## src/source/syscfg_pkg.sv

```systemverilog
`default_nettype none

package syscfg_pkg;

    // APB bus widths
    localparam int ADDR_WIDTH = 16;
    localparam int DATA_WIDTH = 32;
    localparam int STRB_WIDTH = DATA_WIDTH / 8;

    // Interrupt sources per target, also the used IER bits
    localparam int IRQ_WIDTH = 8;

    // Register index within a target window, from byte address bits 3:2
    localparam logic [1:0] REG_SR  = 2'd0;
    localparam logic [1:0] REG_MR  = 2'd1;
    localparam logic [1:0] REG_BAR = 2'd2;
    localparam logic [1:0] REG_IER = 2'd3;

    // Lowest address bit of the target index, 16 bytes per target
    localparam int TGT_SEL_LSB = 4;

    // MR opcode, reused as sequencer state
    typedef enum logic [3:0] {
        IDLE   = 4'd0,
        RESUME = 4'd1,
        PAUSE  = 4'd2,
        STOP   = 4'd3,
        RESET  = 4'd4
    } action_t;

endpackage

`default_nettype wire

```

## src/source/syscfg_apb_decoder.sv

```systemverilog
`timescale 1ns/100ps
`default_nettype none

module syscfg_apb_decoder #(
    parameter int N_TARGETS = 4
) (
    input  wire logic                                    seq,
    input  wire logic                                    rst_n,

    // Host side request
    input  wire logic [syscfg_pkg::ADDR_WIDTH-1:0]       paddr,
    input  wire logic                                    psel,
    input  wire logic                                    penable,

    // Target side, flattened per target
    output logic      [N_TARGETS-1:0]                    tgt_psel,
    input  wire logic [N_TARGETS-1:0]                    tgt_pready,
    input  wire logic [N_TARGETS*syscfg_pkg::DATA_WIDTH-1:0] tgt_prdata,
    input  wire logic [N_TARGETS-1:0]                    tgt_pslverr,

    // Host side response
    output logic                                         pready,
    output logic      [syscfg_pkg::DATA_WIDTH-1:0]       prdata,
    output logic                                         pslverr
);
    import syscfg_pkg::*;

    localparam int IDX_WIDTH = ADDR_WIDTH - TGT_SEL_LSB;

    logic [IDX_WIDTH-1:0] tgt_idx;
    logic                 mapped;
    logic                 err_ready;

    assign tgt_idx = paddr[ADDR_WIDTH-1:TGT_SEL_LSB];

    // Anything past the last target is answered here
    assign mapped = int'(tgt_idx) < N_TARGETS;

    // Responder for unmapped targets, same one-cycle handshake as a target
    always_ff @(posedge seq) begin
        if (!rst_n) begin
            err_ready <= 1'b0;
        end
        else if (psel && !mapped && !err_ready) begin
            err_ready <= 1'b1;
        end
        else if (psel && penable && err_ready) begin
            err_ready <= 1'b0;
        end
    end

    // Select and response mux by target index
    always_comb begin
        tgt_psel = '0;
        pready   = err_ready;
        prdata   = '0;
        pslverr  = err_ready;

        for (int i = 0; i < N_TARGETS; i++) begin
            if (tgt_idx == IDX_WIDTH'(i)) begin
                tgt_psel[i] = psel;
                pready      = tgt_pready[i];
                prdata      = tgt_prdata[i*DATA_WIDTH +: DATA_WIDTH];
                pslverr     = tgt_pslverr[i];
            end
        end
    end

endmodule

`default_nettype wire

```

## src/source/syscfg_irq_collector.sv

```systemverilog
`timescale 1ns/100ps
`default_nettype none

module syscfg_irq_collector #(
    parameter int N_TARGETS = 4
) (
    input  wire logic                 seq,
    input  wire logic                 rst_n,

    input  wire logic [N_TARGETS-1:0] tgt_irq,
    input  wire logic [N_TARGETS-1:0] irq_clr,

    output logic      [N_TARGETS-1:0] irq_pending,
    output logic                      irq
);

    // Sticky pending bits, a live source wins over a clear
    always_ff @(posedge seq) begin
        if (!rst_n) begin
            irq_pending <= '0;
        end
        else begin
            irq_pending <= (irq_pending & ~irq_clr) | tgt_irq;
        end
    end

    // Summary interrupt, one cycle behind the pending bits
    always_ff @(posedge seq) begin
        if (!rst_n) begin
            irq <= 1'b0;
        end
        else begin
            irq <= |irq_pending;
        end
    end

endmodule

`default_nettype wire

```

## src/source/syscfg_target_ctrl.sv

```systemverilog
`timescale 1ns/100ps
`default_nettype none

module syscfg_target_ctrl #(
    parameter bit EN_BOOTSTRAP = 1'b0,
    parameter bit EN_BOOT_ADDR = 1'b0,
    parameter bit EN_IRQ       = 1'b0
) (
    input  wire logic                              seq,
    input  wire logic                              rst_n,

    // APB responder
    input  wire logic [syscfg_pkg::ADDR_WIDTH-1:0] paddr,
    input  wire logic                              psel,
    input  wire logic                              penable,
    input  wire logic                              pwrite,
    input  wire logic [syscfg_pkg::DATA_WIDTH-1:0] pwdata,
    input  wire logic [syscfg_pkg::STRB_WIDTH-1:0] pstrb,
    output logic                                   pready,
    output logic      [syscfg_pkg::DATA_WIDTH-1:0] prdata,
    output logic                                   pslverr,

    input  wire logic [syscfg_pkg::IRQ_WIDTH-1:0]  irq_vec,

    // Target core control
    output logic                                   tgt_rst,
    output logic                                   tgt_pause_req,
    input  wire logic                              tgt_pause_ack,
    output logic      [syscfg_pkg::DATA_WIDTH-1:0] tgt_boot_addr,
    output logic                                   tgt_irq
);
    import syscfg_pkg::*;

    localparam int REG_LSB = $clog2(STRB_WIDTH);

    action_t                 action;
    action_t                 state;
    logic                    paused;
    logic                    stopped;
    logic [DATA_WIDTH-1:0]   bar;
    logic [IRQ_WIDTH-1:0]    ier;

    logic [DATA_WIDTH-1:0]   sr;
    logic [DATA_WIDTH-1:0]   mr;
    logic [DATA_WIDTH-1:0]   mask;
    logic [1:0]              reg_idx;
    logic                    busy;

    assign sr = {{(DATA_WIDTH-2){1'b0}}, stopped, paused};
    assign mr = {{(DATA_WIDTH-4){1'b0}}, action};

    assign reg_idx = paddr[TGT_SEL_LSB-1:REG_LSB];

    // MR and BAR are locked while an action is pending or running
    assign busy = (state != IDLE) || (action != IDLE);

    always_comb begin
        for (int i = 0; i < STRB_WIDTH; i++) begin
            mask[i*8 +: 8] = pstrb[i] ? 8'hff : 8'h00;
        end
    end

    assign tgt_boot_addr = bar;
    assign tgt_irq       = EN_IRQ ? |(ier & irq_vec) : 1'b0;

    // APB register access
    always_ff @(posedge seq) begin
        if (!rst_n) begin
            action  <= IDLE;
            bar     <= '0;
            ier     <= '0;
            prdata  <= '0;
            pready  <= 1'b0;
            pslverr <= 1'b0;
        end
        else if (psel && !pready) begin
            // Every access is answered on this edge
            pready <= 1'b1;

            case (reg_idx)
                REG_SR: begin
                    if (pwrite) begin
                        pslverr <= 1'b1;
                    end
                    else begin
                        prdata <= sr;
                    end
                end

                REG_MR: begin
                    if (!pwrite) begin
                        prdata <= mr;
                    end
                    else if (busy) begin
                        pslverr <= 1'b1;
                    end
                    else begin
                        action <= action_t'(pwdata[3:0] & mask[3:0]);
                    end
                end

                REG_BAR: begin
                    if (!EN_BOOT_ADDR) begin
                        pslverr <= 1'b1;
                    end
                    else if (!pwrite) begin
                        prdata <= bar;
                    end
                    else if (busy) begin
                        pslverr <= 1'b1;
                    end
                    else begin
                        bar <= (pwdata & mask) | (bar & ~mask);
                    end
                end

                default: begin
                    // IER
                    if (!EN_IRQ) begin
                        pslverr <= 1'b1;
                    end
                    else if (pwrite) begin
                        ier <= (pwdata[IRQ_WIDTH-1:0] & mask[IRQ_WIDTH-1:0]) |
                               (ier & ~mask[IRQ_WIDTH-1:0]);
                    end
                    else begin
                        prdata <= {{(DATA_WIDTH-IRQ_WIDTH){1'b0}}, ier};
                    end
                end
            endcase
        end
        else if (psel && penable && pready) begin
            // Access done, sequencer has taken the action by now
            prdata  <= '0;
            pready  <= 1'b0;
            pslverr <= 1'b0;
            action  <= IDLE;
        end
    end

    // Sequencer driving the core reset and pause handshake
    always_ff @(posedge seq) begin
        if (!rst_n) begin
            tgt_rst       <= 1'b1;
            tgt_pause_req <= 1'b1;
            state         <= EN_BOOTSTRAP ? RESUME : IDLE;
            paused        <= 1'b1;
            stopped       <= 1'b1;
        end
        else begin
            case (state)
                RESUME: begin
                    tgt_rst       <= 1'b0;
                    tgt_pause_req <= 1'b0;
                    // Running once both sides of the handshake are low
                    if (!tgt_pause_req && !tgt_pause_ack) begin
                        paused  <= 1'b0;
                        stopped <= 1'b0;
                        state   <= IDLE;
                    end
                end

                PAUSE: begin
                    tgt_pause_req <= 1'b1;
                    if (tgt_pause_req && tgt_pause_ack) begin
                        paused <= 1'b1;
                        state  <= IDLE;
                    end
                end

                STOP, RESET: begin
                    tgt_pause_req <= 1'b1;
                    // Core is held in reset only after it has paused
                    if (tgt_pause_req && tgt_pause_ack) begin
                        tgt_rst <= 1'b1;
                        paused  <= 1'b1;
                        stopped <= 1'b1;
                        state   <= (state == RESET) ? RESUME : IDLE;
                    end
                end

                default: begin
                    state <= action;
                end
            endcase
        end
    end

endmodule

`default_nettype wire

```

## src/source/syscfg_top.sv

```systemverilog
`timescale 1ns/100ps
`default_nettype none

module syscfg_top #(
    parameter int N_TARGETS    = 4,
    parameter bit EN_BOOTSTRAP = 1'b1,
    parameter bit EN_BOOT_ADDR = 1'b1,
    parameter bit EN_IRQ       = 1'b1
) (
    input  wire logic                                         seq,
    input  wire logic                                         rst_n,

    // APB host port
    input  wire logic [syscfg_pkg::ADDR_WIDTH-1:0]            paddr,
    input  wire logic                                         psel,
    input  wire logic                                         penable,
    input  wire logic                                         pwrite,
    input  wire logic [syscfg_pkg::DATA_WIDTH-1:0]            pwdata,
    input  wire logic [syscfg_pkg::STRB_WIDTH-1:0]            pstrb,
    output logic                                              pready,
    output logic      [syscfg_pkg::DATA_WIDTH-1:0]            prdata,
    output logic                                              pslverr,

    // Interrupt sources and clears
    input  wire logic [N_TARGETS*syscfg_pkg::IRQ_WIDTH-1:0]   irq_vec,
    input  wire logic [N_TARGETS-1:0]                         irq_clr,

    // Per target core control
    output logic      [N_TARGETS-1:0]                         tgt_rst,
    output logic      [N_TARGETS-1:0]                         tgt_pause_req,
    input  wire logic [N_TARGETS-1:0]                         tgt_pause_ack,
    output logic      [N_TARGETS*syscfg_pkg::DATA_WIDTH-1:0]  tgt_boot_addr,

    output logic      [N_TARGETS-1:0]                         irq_pending,
    output logic                                              irq
);
    import syscfg_pkg::*;

    logic [N_TARGETS-1:0]            tgt_psel;
    logic [N_TARGETS-1:0]            tgt_pready;
    logic [N_TARGETS*DATA_WIDTH-1:0] tgt_prdata;
    logic [N_TARGETS-1:0]            tgt_pslverr;
    logic [N_TARGETS-1:0]            tgt_irq;

    syscfg_apb_decoder #(
        .N_TARGETS (N_TARGETS)
    ) u_decoder (
        .seq         (seq),
        .rst_n       (rst_n),
        .paddr       (paddr),
        .psel        (psel),
        .penable     (penable),
        .tgt_psel    (tgt_psel),
        .tgt_pready  (tgt_pready),
        .tgt_prdata  (tgt_prdata),
        .tgt_pslverr (tgt_pslverr),
        .pready      (pready),
        .prdata      (prdata),
        .pslverr     (pslverr)
    );

    // One controller per target core
    for (genvar i = 0; i < N_TARGETS; i++) begin : g_tgt
        syscfg_target_ctrl #(
            .EN_BOOTSTRAP (EN_BOOTSTRAP),
            .EN_BOOT_ADDR (EN_BOOT_ADDR),
            .EN_IRQ       (EN_IRQ)
        ) u_target_ctrl (
            .seq           (seq),
            .rst_n         (rst_n),
            .paddr         (paddr),
            .psel          (tgt_psel[i]),
            .penable       (penable),
            .pwrite        (pwrite),
            .pwdata        (pwdata),
            .pstrb         (pstrb),
            .pready        (tgt_pready[i]),
            .prdata        (tgt_prdata[i*DATA_WIDTH +: DATA_WIDTH]),
            .pslverr       (tgt_pslverr[i]),
            .irq_vec       (irq_vec[i*IRQ_WIDTH +: IRQ_WIDTH]),
            .tgt_rst       (tgt_rst[i]),
            .tgt_pause_req (tgt_pause_req[i]),
            .tgt_pause_ack (tgt_pause_ack[i]),
            .tgt_boot_addr (tgt_boot_addr[i*DATA_WIDTH +: DATA_WIDTH]),
            .tgt_irq       (tgt_irq[i])
        );
    end

    syscfg_irq_collector #(
        .N_TARGETS (N_TARGETS)
    ) u_irq_collector (
        .seq         (seq),
        .rst_n       (rst_n),
        .tgt_irq     (tgt_irq),
        .irq_clr     (irq_clr),
        .irq_pending (irq_pending),
        .irq         (irq)
    );

endmodule

`default_nettype wire

```

## config.mk

```make
export PLATFORM = sky130hd
export DESIGN_NAME = syscfg_top
export DESIGN_NICKNAME = d
export VERILOG_FILES = /design/src/source/syscfg_pkg.sv /design/src/source/syscfg_apb_decoder.sv /design/src/source/syscfg_irq_collector.sv /design/src/source/syscfg_target_ctrl.sv /design/src/source/syscfg_top.sv
export SDC_FILE = /design/constraint.sdc
export NUM_CORES = 1
export LEC_CHECK = 0
export BUFFER_PORTS_ARGS = -buffer_cell sky130_fd_sc_hd__buf_2
export CAP_MARGIN = 40
export CORE_ASPECT_RATIO = 0.8
export CORE_MARGIN = 4
export CORE_UTILIZATION = 35
export CTS_CLUSTER_DIAMETER = 30
export DETAILED_ROUTE_END_ITERATION = 7
export HOLD_SLACK_MARGIN = 0.02
export MAX_ROUTING_LAYER = met4
export PLACE_DENSITY = 0.6
export SLEW_MARGIN = 40
export SYNTH_ARGS = -nofsm -noshare
export SYNTH_HDL_FRONTEND = slang
export SYNTH_SLANG_ARGS = --single-unit
```

## constraint.sdc

```tcl
create_clock -name seq -period 6.9 [get_ports seq]
set_clock_uncertainty 0.1 [all_clocks]
set_input_delay 1.38 -clock seq [delete_from_list [all_inputs] [get_ports seq]]
set_output_delay 1.38 -clock seq [all_outputs]
set_load 0.02 [all_outputs]
```

# Yosys cells after proc, flatten, opt, wreduce, memory -nomap -nowiden
# Index checks and enable logic that the tools add are counted.
[classes]
n_lt_le_gt_ge = 1
bitwise_logic = 33
muxes = 139
n_eq_ne = 69
reduce_logical = 116
[op_table]
columns = ["operator", "count"]
rows = [
  ["$mux W32", 28],
  ["$pmux W32 S3", 4],
  ["$and A32 B32 Y32", 5],
  ["$mux W4", 32],
  ["$or A32 B32 Y32", 4],
  ["$and A8 B8 Y8", 9],
  ["$pmux W4 S3", 4],
  ["$reduce_and A3 Y1", 16],
  ["$mux W1", 47],
  ["$pmux W1 S2", 20],
  ["$ne A3 B3 Y1 const B", 12],
  ["$eq A4 B2 Y1 const B", 8],
  ["$mux W8", 4],
  ["$ne A2 B1 Y1 const B", 16],
  ["$ne A2 B2 Y1 const B", 16],
  ["$not A32 Y32", 1],
  ["$or A8 B8 Y8", 4],
  ["$reduce_and A4 Y1", 8],
  ["$reduce_bool A4 Y1", 8],
  ["$reduce_or A8 Y1", 4],
  ["$reduce_bool A2 Y1", 13],
  ["$eq A12 B2 Y1 const B", 2],
  ["$logic_and A1 B1 Y1", 24],
  ["$reduce_and A5 Y1", 4],
  ["other kinds (20)", 65],
]
[totals]
input_bits = 97
out_inout_bits = 175
register_bits = 350

# Logic depth before layout (Yosys ltp)
# Gate-level depths: netlist of the first run.
[depth]
depth_word = 6
mapped_depth = 8
depth_no_buf = 6

# Hierarchy
# From an unflattened synthesis of the first run, not the netlist that was laid out.
[unflattened]
cells_unflattened = 1879
area_unflattened_um2 = 16281.9
[modules_own_cells]
columns = ["mod", "cells_each", "seq_area_each_um2", "n_inst", "area_each_um2"]
rows = [
  ["syscfg_target_ctrl", 442, 1721.7, 4, 3727.3],
  ["syscfg_apb_decoder", 97, 20.0, 1, 1206.2],
  ["syscfg_irq_collector", 14, 100.1, 1, 166.4],
]

# Least setup slack after synthesis of the first run
# OpenSTA, ideal clock, no wires.
[synth_timing]
path_type = "input-to-output"
from = "input paddr[5] (netlist bit)"
to = "output prdata[25] (netlist bit)"
path_stages = 5
path_slack_ns = 2.328
required_time_ns = 5.420
t_arrival_ns = 3.092
path_buffers = 3
path_cell_list = "clkbuf_1 -> buf_2 -> buf_1 -> mux4_2 -> and2_1"
[synth_between]
elab_chain_cells = 5
elab_cells_between_ends = 8
classes_between = "3 x eq/ne; 4 x mux; 1 x reduce/logical"
[synth_rtl]
columns = ["item", "line_no", "rtl"]
rows = [
  ["start, declared", "syscfg_top.sv:14", "input wire logic [syscfg_pkg::ADDR_WIDTH-1:0] paddr,"],
  ["$logic_not A12 Y1", "syscfg_apb_decoder.sv:60", "if (tgt_idx == IDX_WIDTH'(i)) begin"],
  ["$mux W32 (3 in series)", "syscfg_apb_decoder.sv:60", ""],
  ["$mux W32 (*)", "syscfg_apb_decoder.sv:60", ""],
  ["end, declared", "syscfg_top.sv:21", "output logic [syscfg_pkg::DATA_WIDTH-1:0] prdata,"],
]
# Mark *: on every way between the ends. The rest lies on a longest branch, timed or not.

# Final worst setup path of the first run
[layout_timing]
from = "input paddr[12] (netlist bit)"
to = "output pslverr"
[layout_between]
elab_chain_cells = 5
elab_cells_between_ends = 8
classes_between = "3 x eq/ne; 4 x mux; 1 x reduce/logical"
[layout_rtl]
columns = ["item", "line_no", "rtl"]
rows = [
  ["$logic_not A12 Y1", "syscfg_apb_decoder.sv:60", ""],
  ["$mux W1 (3 in series)", "syscfg_apb_decoder.sv:60", ""],
  ["$mux W1 (*)", "syscfg_apb_decoder.sv:60", ""],
  ["end, declared", "syscfg_top.sv:22", "output logic pslverr,"],
]
# Marked as above.

==> run_results.csv, run 1 <==
group,metric,value,unit
status,status,"finished clean",
worst_setup_path,cp.required,5.42,ns
flow_run,max_cap_viol_count,0,
worst_setup_path,reg2reg_depth,4,
placement,dp.cells,2366,
synthesis,synth_top_area_share,0.4541,
floorplan,die_h,195.8,um
clock_network,post_cts_buffers,0,
power,ir_drop,0.0001898,V
floorplan,top_level_ports,272,
global_routing,grt_use_total,0.2462,
sta,max_freq,0.1856,GHz
worst_setup_path,path_depth,7,
floorplan,die_w,242.7,um
worst_setup_path,max_stage_delay,0.77,ns
sta,fin_ws,1.512,ns
route,wl_met1,26.15,mm
route,wl_met2,26.09,mm
clock_network,cts_tree,"built",
synthesis,ys_seq_area_frac,0.4541,
global_routing,grt_pass1_wl,88.86,mm
placement,gp_congestion,0.8927,
synthesis,ys.flop_type,"dfxtp_1",
synthesis,synth_area,0.01543,mm2
worst_setup_path,cp_slowest_cell,"or4_1",
global_routing,antenna_found_initial,8,
global_routing,grt_max_degree,97,
route,met3_length,5.489,mm
worst_setup_path,critPathKind,"in2out",
placement,portBuffers,269,
route,ant_nets,0,
placement,place_ws,1.572,ns
sta,period_needed,5.388,ns
synthesis,synthTopCellsByArea,"dfxtp_1, mux2i_1, a21oi_1, mux4_2, nand2_1",
synthesis,postSynthAreaPerCell,9.266,um2
clock_network,cts.sinks,350,
sta,setup_viol_count_final,0,
sta,tightestPinTransition,0.8894,ns
synthesis,synth_cell_types,75,
clock_network,numCtsBuffers,82,
clock_network,holdBufCountCts,0,
synthesis,synth.most_common_cell,"dfxtp_1",
route,dr.pass1.iters,7,
placement,hpwl,40.01,mm
worst_setup_path,cp-endpoint,"pslverr",
route,first_iter_violations,1767,
route,drt_wl_total,59.47,mm
clock_network,cts_root_buffer,"clkbuf_16",
worst_setup_path,crit_chain,"buf_2 > or4_1 > nor3_4 > buf_4 > nand2_1 > nand2_1 > buf_2",
clock_network,clk_pin_slew,0.04,ns
synthesis,synth_seq_cells,350,
sta,rsz0062_at_grt,"false",
sta,fin_tns_setup,0,ns
route,routed-via-count,14900,
worst_setup_path,path_buf_inv,3,
sta,fin_crit_sh,0.7809,
final_layout,fillers,4089,
worst_setup_path,reg2reg_from,"g_tgt[2].u_target_ctrl.pready",
sta,slew_viol_final,0,
worst_setup_path,path_max_fanout,41,
clock_network,cts_buffer_depth,3,
floorplan,coreArea,0.04339,mm2
power,power.total,6.392,mW
route,routedWlPerCell,23.55,um
clock_network,h-tree-depth,3,
worst_setup_path,critical-path-top-delay-family,"simple AND/OR/NAND/NOR gates",
final_layout,drive_gt1_frac,0.2804,
global_routing,grt_pass1_vias,14311,
final_layout,fin_util,0.4645,
worst_setup_path,end_kind,"primary output",
synthesis,yosysTopAreaCell,"dfxtp_1",
synthesis,syn-instance-count,1665,
global_routing,grt_overflow,0,
synthesis,synth.net_count,1767,
route,vias_per_cell,5.901,
sta,max_slew_margin,0.4064,
floorplan,start_util,0.3556,
route,top_layer_used,"met4",
synthesis,yosysWarningCount,0,
worst_setup_path,crit_start,"paddr[12]",
synthesis,synth_commonest_cells,"dfxtp_1, nand2_1, a21oi_1",
power,leakagePower,8.054,nW
synthesis,synth-edff-count,0,
hold_path,hp-class,"reg2reg",
worst_setup_path,crit_arrival,3.91,ns
route,drc,0,
synthesis,ys_async_sr_fraction,0,
final_layout,nNetsFinal,1992,
worst_setup_path,ff2ff_setup_slack,4.19,ns
final_layout,stdcell_count,2525,
final_layout,area_growth,30.63,%
worst_setup_path,cp-start-kind,"input port",
floorplan,dieArea,0.04753,mm2
sta,hold_viol,0,
clock_network,clock_latency,0.60,ns
clock_network,cts_resized,0,
floorplan,rows,68,
power,p_per_area,317.2,mW/mm2
area by class of cell:
cell class,instances,area (um2),area share
tap,560,700.7,0.03477
antenna,7,17.52,0.0008691
clock inverter,47,615.6,0.03054
inverter,16,61.31,0.003042
timing repair buffer,296,1587,0.07872
sequential,350,7007,0.3477
multi-input combinational,1144,7875,0.3907
clock buffer,105,2291,0.1137
logic make-up (layout without fill, tap and decap cells):
group	count (synthesis)	count (layout)	synth area share
and+or+nand+nor	523	523	0.1757
buffers and inverters	171	464	0.04623
adders and majority gates	5	5	0.004055
DFF	350	350	0.4541
muxes	115	115	0.1023
AOI/OAI and AO/OA	501	501	0.2176
other	0	7	0
worst min-delay path by stage:
stage | from | to | cells after the start
6_report | g_tgt[2].u_target_ctrl.tgt_rst | g_tgt[2].u_target_ctrl.tgt_rst | 1
5_1_grt | g_tgt[2].u_target_ctrl.tgt_rst | g_tgt[2].u_target_ctrl.tgt_rst | 1
4_1_cts | g_tgt[2].u_target_ctrl.tgt_rst | g_tgt[2].u_target_ctrl.tgt_rst | 1
3_5_place_dp | g_tgt[2].u_target_ctrl.tgt_rst | g_tgt[2].u_target_ctrl.tgt_rst | 1
3_3_place_gp | g_tgt[1].u_target_ctrl.prdata[0] | g_tgt[1].u_target_ctrl.prdata[0] | 1
2_1_floorplan | g_tgt[2].u_target_ctrl.stopped | g_tgt[2].u_target_ctrl.stopped | 1
per-layer routing:
metal / track usage / vias to the layer above
met5: - / -
met2: 0.3630 / 773
li1: - / 6734
met3: 0.06190 / 117
met4: 0.08440 / 0
met1: 0.3306 / 7276
cells in the final DEF (no fill, tap or decap), drive strengths merged, types with 43 or more instances in the layout:
| master | Yosys | layout |
|---|---|---|
| o21ai | 116 | 116 |
| dfxtp | 350 | 350 |
| a21oi | 153 | 153 |
| buf | 45 | 296 |
| nand2 | 198 | 198 |
| a22o | 60 | 60 |
| nand4 | 47 | 47 |
| nor2 | 43 | 43 |
| clkbuf | 110 | 105 |
| mux2i | 79 | 79 |
| o2bb2ai | 44 | 44 |
| nand3 | 98 | 98 |
worst register-to-register path: cells and delay by family, from the launching register on:
family | cells | cell delay (ns)
DFF | 1 | 0.35
muxes | 1 | 0.27
and+or+nand+nor | 3 | 1.93
stage by stage:
step	instance area [um2]	hold WS (ns)
detailed placement	17210	0.3417
floorplan	15430	0.3268
finish	20150	0.3448
global route	20150	0.3785
global placement	17100	0.3388
CTS	20120	0.3513
power breakdown:
group / leakage (nW) / switching, mW / internal [mW]
Combinational: 3.83 / 0.217 / 0.0841
Sequential: 2.82 / 0.0177 / 2.04
Clock: 1.40 / 1.27 / 2.77
Total: 8.05 / 1.50 / 4.89
No activity file was read; power rests on OpenSTA's default activity.
==> run 2, diff against run 1 <==
Settings changed: ABC_AREA set to 1, PLACE_DENSITY 0.6 to 0.62.
Clock period 6.9 ns to 4.3 ns, I/O delays scaled along.
==> run_results.csv, run 2 <==
group,metric,value,unit
global_routing,grt_pass1_vias,16877,
synthesis,yosysTopAreaCell,"dfxtp_1",
synthesis,synth_area,0.01712,mm2
sta,slew_viol_final,0,
synthesis,postSynthAreaPerCell,6.533,um2
route,vias_per_cell,5.143,
sta,setup_viol_count_final,0,
synthesis,ys_seq_area_frac,0.4094,
hold_path,hp-class,"reg2reg",
clock_network,cts.sinks,350,
global_routing,grt_max_degree,205,
final_layout,nNetsFinal,2959,
synthesis,synth-edff-count,0,
clock_network,cts_root_buffer,"clkbuf_16",
sta,rsz0062_at_grt,"false",
placement,place_ws,0.5205,ns
worst_setup_path,critPathKind,"in2out",
synthesis,synth_commonest_cells,"nand2_1, inv_1, nor2_1",
synthesis,yosysWarningCount,0,
sta,max_freq,0.2597,GHz
sta,hold_viol,0,
worst_setup_path,end_kind,"primary output",
clock_network,holdBufCountCts,0,
hold_path,hold_end,"g_tgt[1].u_target_ctrl.tgt_rst",
flow_run,max_cap_viol_count,0,
status,status,"finished clean",
synthesis,synth.net_count,2722,
global_routing,antenna_found_initial,2,
clock_network,h-tree-depth,3,
clock_network,numCtsBuffers,85,
placement,hpwl,43.60,mm
power,ir_drop,0.0003009,V
final_layout,stdcell_count,3556,
sta,fin_ws,0.4493,ns
floorplan,dieArea,0.05252,mm2
power,leakagePower,10.17,nW
route,dr.pass1.iters,5,
power,p_per_area,475.4,mW/mm2
worst_setup_path,crit_arrival,2.89,ns
floorplan,rows,72,
clock_network,clock_latency,0.61,ns
sta,max_slew_margin,0.5028,
route,routed-via-count,18288,
synthesis,synth_seq_cells,350,
hold_path,hold_depth,2,
worst_setup_path,reg2reg_depth,7,
worst_setup_path,reg2reg_from,"g_tgt[1].u_target_ctrl.state[3]",
clock_network,post_cts_buffers,0,
clock_network,cts_resized,0,
synthesis,ys.flop_type,"dfxtp_1",
route,ant_nets,0,
floorplan,coreArea,0.04838,mm2
clock_network,cts_tree,"built",
floorplan,die_w,255.2,um
placement,dp.cells,3397,
final_layout,area_growth,28.82,%
sta,fin_crit_sh,0.8955,
global_routing,grt_pass1_wl,97.37,mm
final_layout,mostFrequentLayoutCell,"nand2_1",
route,routedWlPerCell,18.12,um
floorplan,top_level_ports,272,
floorplan,die_h,205.8,um
sta,fin_tns_setup,0,ns
final_layout,drive_gt1_frac,0.1706,
route,drt_wl_total,64.42,mm
route,first_iter_violations,1629,
worst_setup_path,crit_start,"paddr[8]",
worst_setup_path,cp.required,3.34,ns
global_routing,grt_use_total,0.2441,
final_layout,final_cell_mix,"nand2_1, inv_1, dfxtp_1, nor2_1, buf_2",
placement,portBuffers,269,
synthesis,syn-instance-count,2620,
synthesis,ys_async_sr_fraction,0,
worst_setup_path,cp-start-kind,"input port",
hold_path,worstHoldStart,"g_tgt[1].u_target_ctrl.tgt_rst",
sta,period_needed,3.851,ns
route,drc,0,
synthesis,synth_top_area_share,0.4094,
worst_setup_path,ff2ff_setup_slack,1.86,ns
clock_network,cts_buffer_depth,3,
synthesis,synth_cell_types,41,
worst_setup_path,path_max_fanout,43,
clock_network,clk_pin_slew,0.05,ns
placement,gp_congestion,0.8717,
synthesis,synthTopCellsByArea,"dfxtp_1, nand2_1, inv_1, nor2_1, nand3_1",
floorplan,start_util,0.3538,
sta,tightestPinTransition,0.7447,ns
synthesis,synth.most_common_cell,"nand2_1",
global_routing,grt_overflow,0,
==> run 2: through the flow <==
step	hold WS, ns	total power, mW	cell area, um2	utilization
after floorplan	0.3200	3.610	17120	-
after global placement	0.3497	3.768	18930	0.3913
after detailed placement	0.3473	3.775	18930	0.3914
after CTS	0.3578	10.53	21990	0.4545
after global routing	0.3792	10.80	22050	0.4558
final	0.3552	10.48	22050	0.4558
==> run 2: where the power goes <==
part           internal, mW  total (mW)  switching (mW)
clock                  4.70        6.75            2.05
combinational         0.113       0.438           0.325
sequential             3.28        3.29          0.0176
==> run 2: cell type report <==
| type | instances | area [um2] |
|---|---|---|
| Fill cell | 4793 | 26330 |
| Antenna cell | 2 | 5.005 |
| Multi-Input combinational cell | 1716 | 7945 |
| Clock buffer | 110 | 2402 |
| Tap cell | 629 | 787.0 |
| Sequential cell | 350 | 7007 |
| Timing Repair Buffer | 314 | 1780 |
| Clock inverter | 45 | 650.6 |
| Inverter | 390 | 1471 |
==> run 2: worst max-delay path by stage <==
stage,end,slack (ns),cells past startpoint
2_1_floorplan,prdata[27],1.01,9
3_3_place_gp,pslverr,0.54,12
3_5_place_dp,pslverr,0.52,12
4_1_cts,pslverr,0.52,12
5_1_grt,prdata[11],0.29,10
6_report,prdata[11],0.45,10
==> run 2: kinds of logic after synthesis <==
logic type,count (synthesis),synth area share
and+or+nand+nor,1361,0.3446
buffers and inverters,554,0.1288
AOI/OAI and AO/OA,350,0.1135
DFF,350,0.4094
adders and majority gates,5,0.003655
==> run 2: per-layer routing <==
layer  global-route usage  vias to the layer above  share of wire
met5                    -                        -              0
met4              0.09992                        0          0.038
met3              0.05598                      159          0.085
met2               0.3522                      807           0.43
met1               0.3299                     8455           0.45
li1                     -                     8867              -
==> run 2: worst max-delay path: stages <==
cell	delay [ns]
buf_2	0.10
nor2_1	0.11
nand2_1	0.15
nor2_8	0.29
nand2_1	0.17
nor2_4	0.17
buf_12	0.26
a21oi_1	0.07
a31oi_1	0.41
buf_2	0.26
==> run 3, diff against run 2 <==
Settings changed: CORE_UTILIZATION 35 to 52, PLACE_DENSITY 0.62 to 0.83.
==> run_results.csv, run 3 (synthesis results as in run 2) <==
group,metric,value,unit
clock_network,cts_tree,"built",
worst_setup_path,cp.required,3.34,ns
final_layout,drive_gt1_frac,0.1609,
route,routed-via-count,18670,
clock_network,cts_buffer_depth,3,
global_routing,grt_pass1_wl,94.02,mm
clock_network,h-tree-depth,2,
hold_path,worstHoldStart,"g_tgt[2].u_target_ctrl.tgt_rst",
flow_run,max_cap_viol_count,0,
final_layout,area_growth,21.76,%
power,leakagePower,9.705,nW
clock_network,numCtsBuffers,61,
placement,dpl-instance-area,0.01863,mm2
clock_network,holdBufCountCts,0,
placement,gp_congestion,0.9145,
worst_setup_path,ff2ff_setup_slack,1.71,ns
worst_setup_path,reg2reg_from,"g_tgt[1].u_target_ctrl.state[2]",
worst_setup_path,reg2reg_depth,7,
final_layout,fillers,2839,
global_routing,grt_max_degree,89,
clock_network,clock_latency,0.59,ns
final_layout,stdcell_count,3311,
route,first_iter_violations,2446,
sta,setup_viol_count_final,0,
floorplan,die_h,170.3,um
sta,hold_slack,0.3425,ns
placement,place_ws,0.6066,ns
worst_setup_path,end_kind,"primary output",
worst_setup_path,crit_start,"paddr[12]",
floorplan,rows,59,
final_layout,mostFrequentLayoutCell,"nand2_1",
sta,rsz0062_at_grt,"false",
worst_setup_path,crit_chain,"buf_2 > nor2_1 > nand2_1 > nor2_8 > nand2_2 > buf_4 > nand3_1 > nand3_1 > o211ai_1 > nand2_1 > buf_2",
floorplan,start_util,0.5269,
placement,portBuffers,269,
worst_setup_path,path_max_fanout,44,
status,status,"finished clean",
power,ir_drop,0.0003289,V
power,power.total,8.792,mW
global_routing,grt_use_total,0.3335,
final_layout,nNetsFinal,2932,
worst_setup_path,cp_slowest_cell,"buf_4",
floorplan,top_level_ports,272,
sta,fin_tns_setup,0,ns
worst_setup_path,crit_arrival,2.80,ns
clock_network,cts_root_buffer,"clkbuf_16",
sta,hold_viol,0,
global_routing,antenna_found_initial,1,
route,ant_nets,0,
sta,fin_crit_sh,0.8747,
floorplan,die_w,210.8,um
floorplan,coreArea,0.03248,mm2
final_layout,regArea,0.007007,mm2
sta,slew_viol_final,0,
final_layout,final_cell_mix,"nand2_1, inv_1, dfxtp_1, nor2_1, buf_2",
floorplan,dieArea,0.03590,mm2
route,drt_wl_total,61.03,mm
route,routedWlPerCell,18.43,um
worst_setup_path,critPathKind,"in2out",
final_layout,final_area,0.02084,mm2
route,dr.pass1.iters,6,
placement,dp.cells,3193,
sta,period_needed,3.761,ns
clock_network,post_cts_buffers,0,
worst_setup_path,cp-start-kind,"input port",
worst_setup_path,max_stage_delay,0.36,ns
route,vias_per_cell,5.639,
final_layout,fin_util,0.6416,
global_routing,grt_overflow,0,
sta,fin_ws,0.5387,ns
sta,tightestPinTransition,0.8800,ns
placement,hpwl,40.51,mm
global_routing,grt_pass1_vias,17374,
route,drc,0,
hold_path,hp-class,"reg2reg",
sta,max_slew_margin,0.4127,
sta,max_freq,0.2659,GHz
final_layout,multi_input_area,0.007953,mm2
clock_network,cts_resized,0,
clock_network,clk_pin_slew,0.05,ns
clock_network,cts.sinks,350,
worst_setup_path,cp-endpoint,"prdata[6]",
power,p_per_area,421.9,mW/mm2
==> run 3: cell types whose count changed in the layout (fill, tap and decap cells not counted), moves of 2 or more <==
cell / change
clkbuf_16: -23
clkbuf_8: -13
clkinv_4: +10
inv_6: +10
clkinv_2: -8
clkbuf_1: -6
bufinv_16: -5
buf_12: -2
buf_16: -2
clkinv_8: -2
==> run 3: power breakdown <==
group / internal (mW) / switching, mW
Clock: 3.25 / 1.83
Sequential: 3.27 / 0.0190
Combinational: 0.108 / 0.322
Total: 6.62 / 2.17
==> run 3: routing by layer <==
layer / part of all wire / up-vias / wire length (um) / global-route usage
li1: - / 8812 / - / -
met1: 0.41 / 8513 / 24730 / 0.4539
met2: 0.44 / 1161 / 26990 / 0.4996
met3: 0.11 / 184 / 6863 / 0.05898
met4: 0.040 / 0 / 2445 / 0.1240
met5: 0 / - / 0 / -
==> run 3: critical path: cells and delay by family <==
kind / cells / cell delay [ns]
buffers and inverters: 3 / 0.63
AOI/OAI and AO/OA: 1 / 0.13
and+or+nand+nor: 7 / 1.16
==> run 3: worst min-delay path by stage <==
stage,to,slack [ns],cells after the start
finish,g_tgt[2].u_target_ctrl.tgt_rst,0.34,2
global route,g_tgt[2].u_target_ctrl.tgt_rst,0.35,2
CTS,g_tgt[2].u_target_ctrl.tgt_rst,0.34,2
detailed placement,g_tgt[2].u_target_ctrl.tgt_rst,0.33,2
global placement,g_tgt[2].u_target_ctrl.tgt_rst,0.34,2
floorplan,g_tgt[2].u_target_ctrl.tgt_rst,0.32,2
==> run 3: final cells by class <==
type,count,share of cell area
clock inverter,48,0.02672
antenna,1,0.0001201
tap,427,0.02564
inverter,390,0.07049
sequential,350,0.3362
timing repair buffer,311,0.08123
clock buffer,68,0.07799
multi-input combinational,1716,0.3816
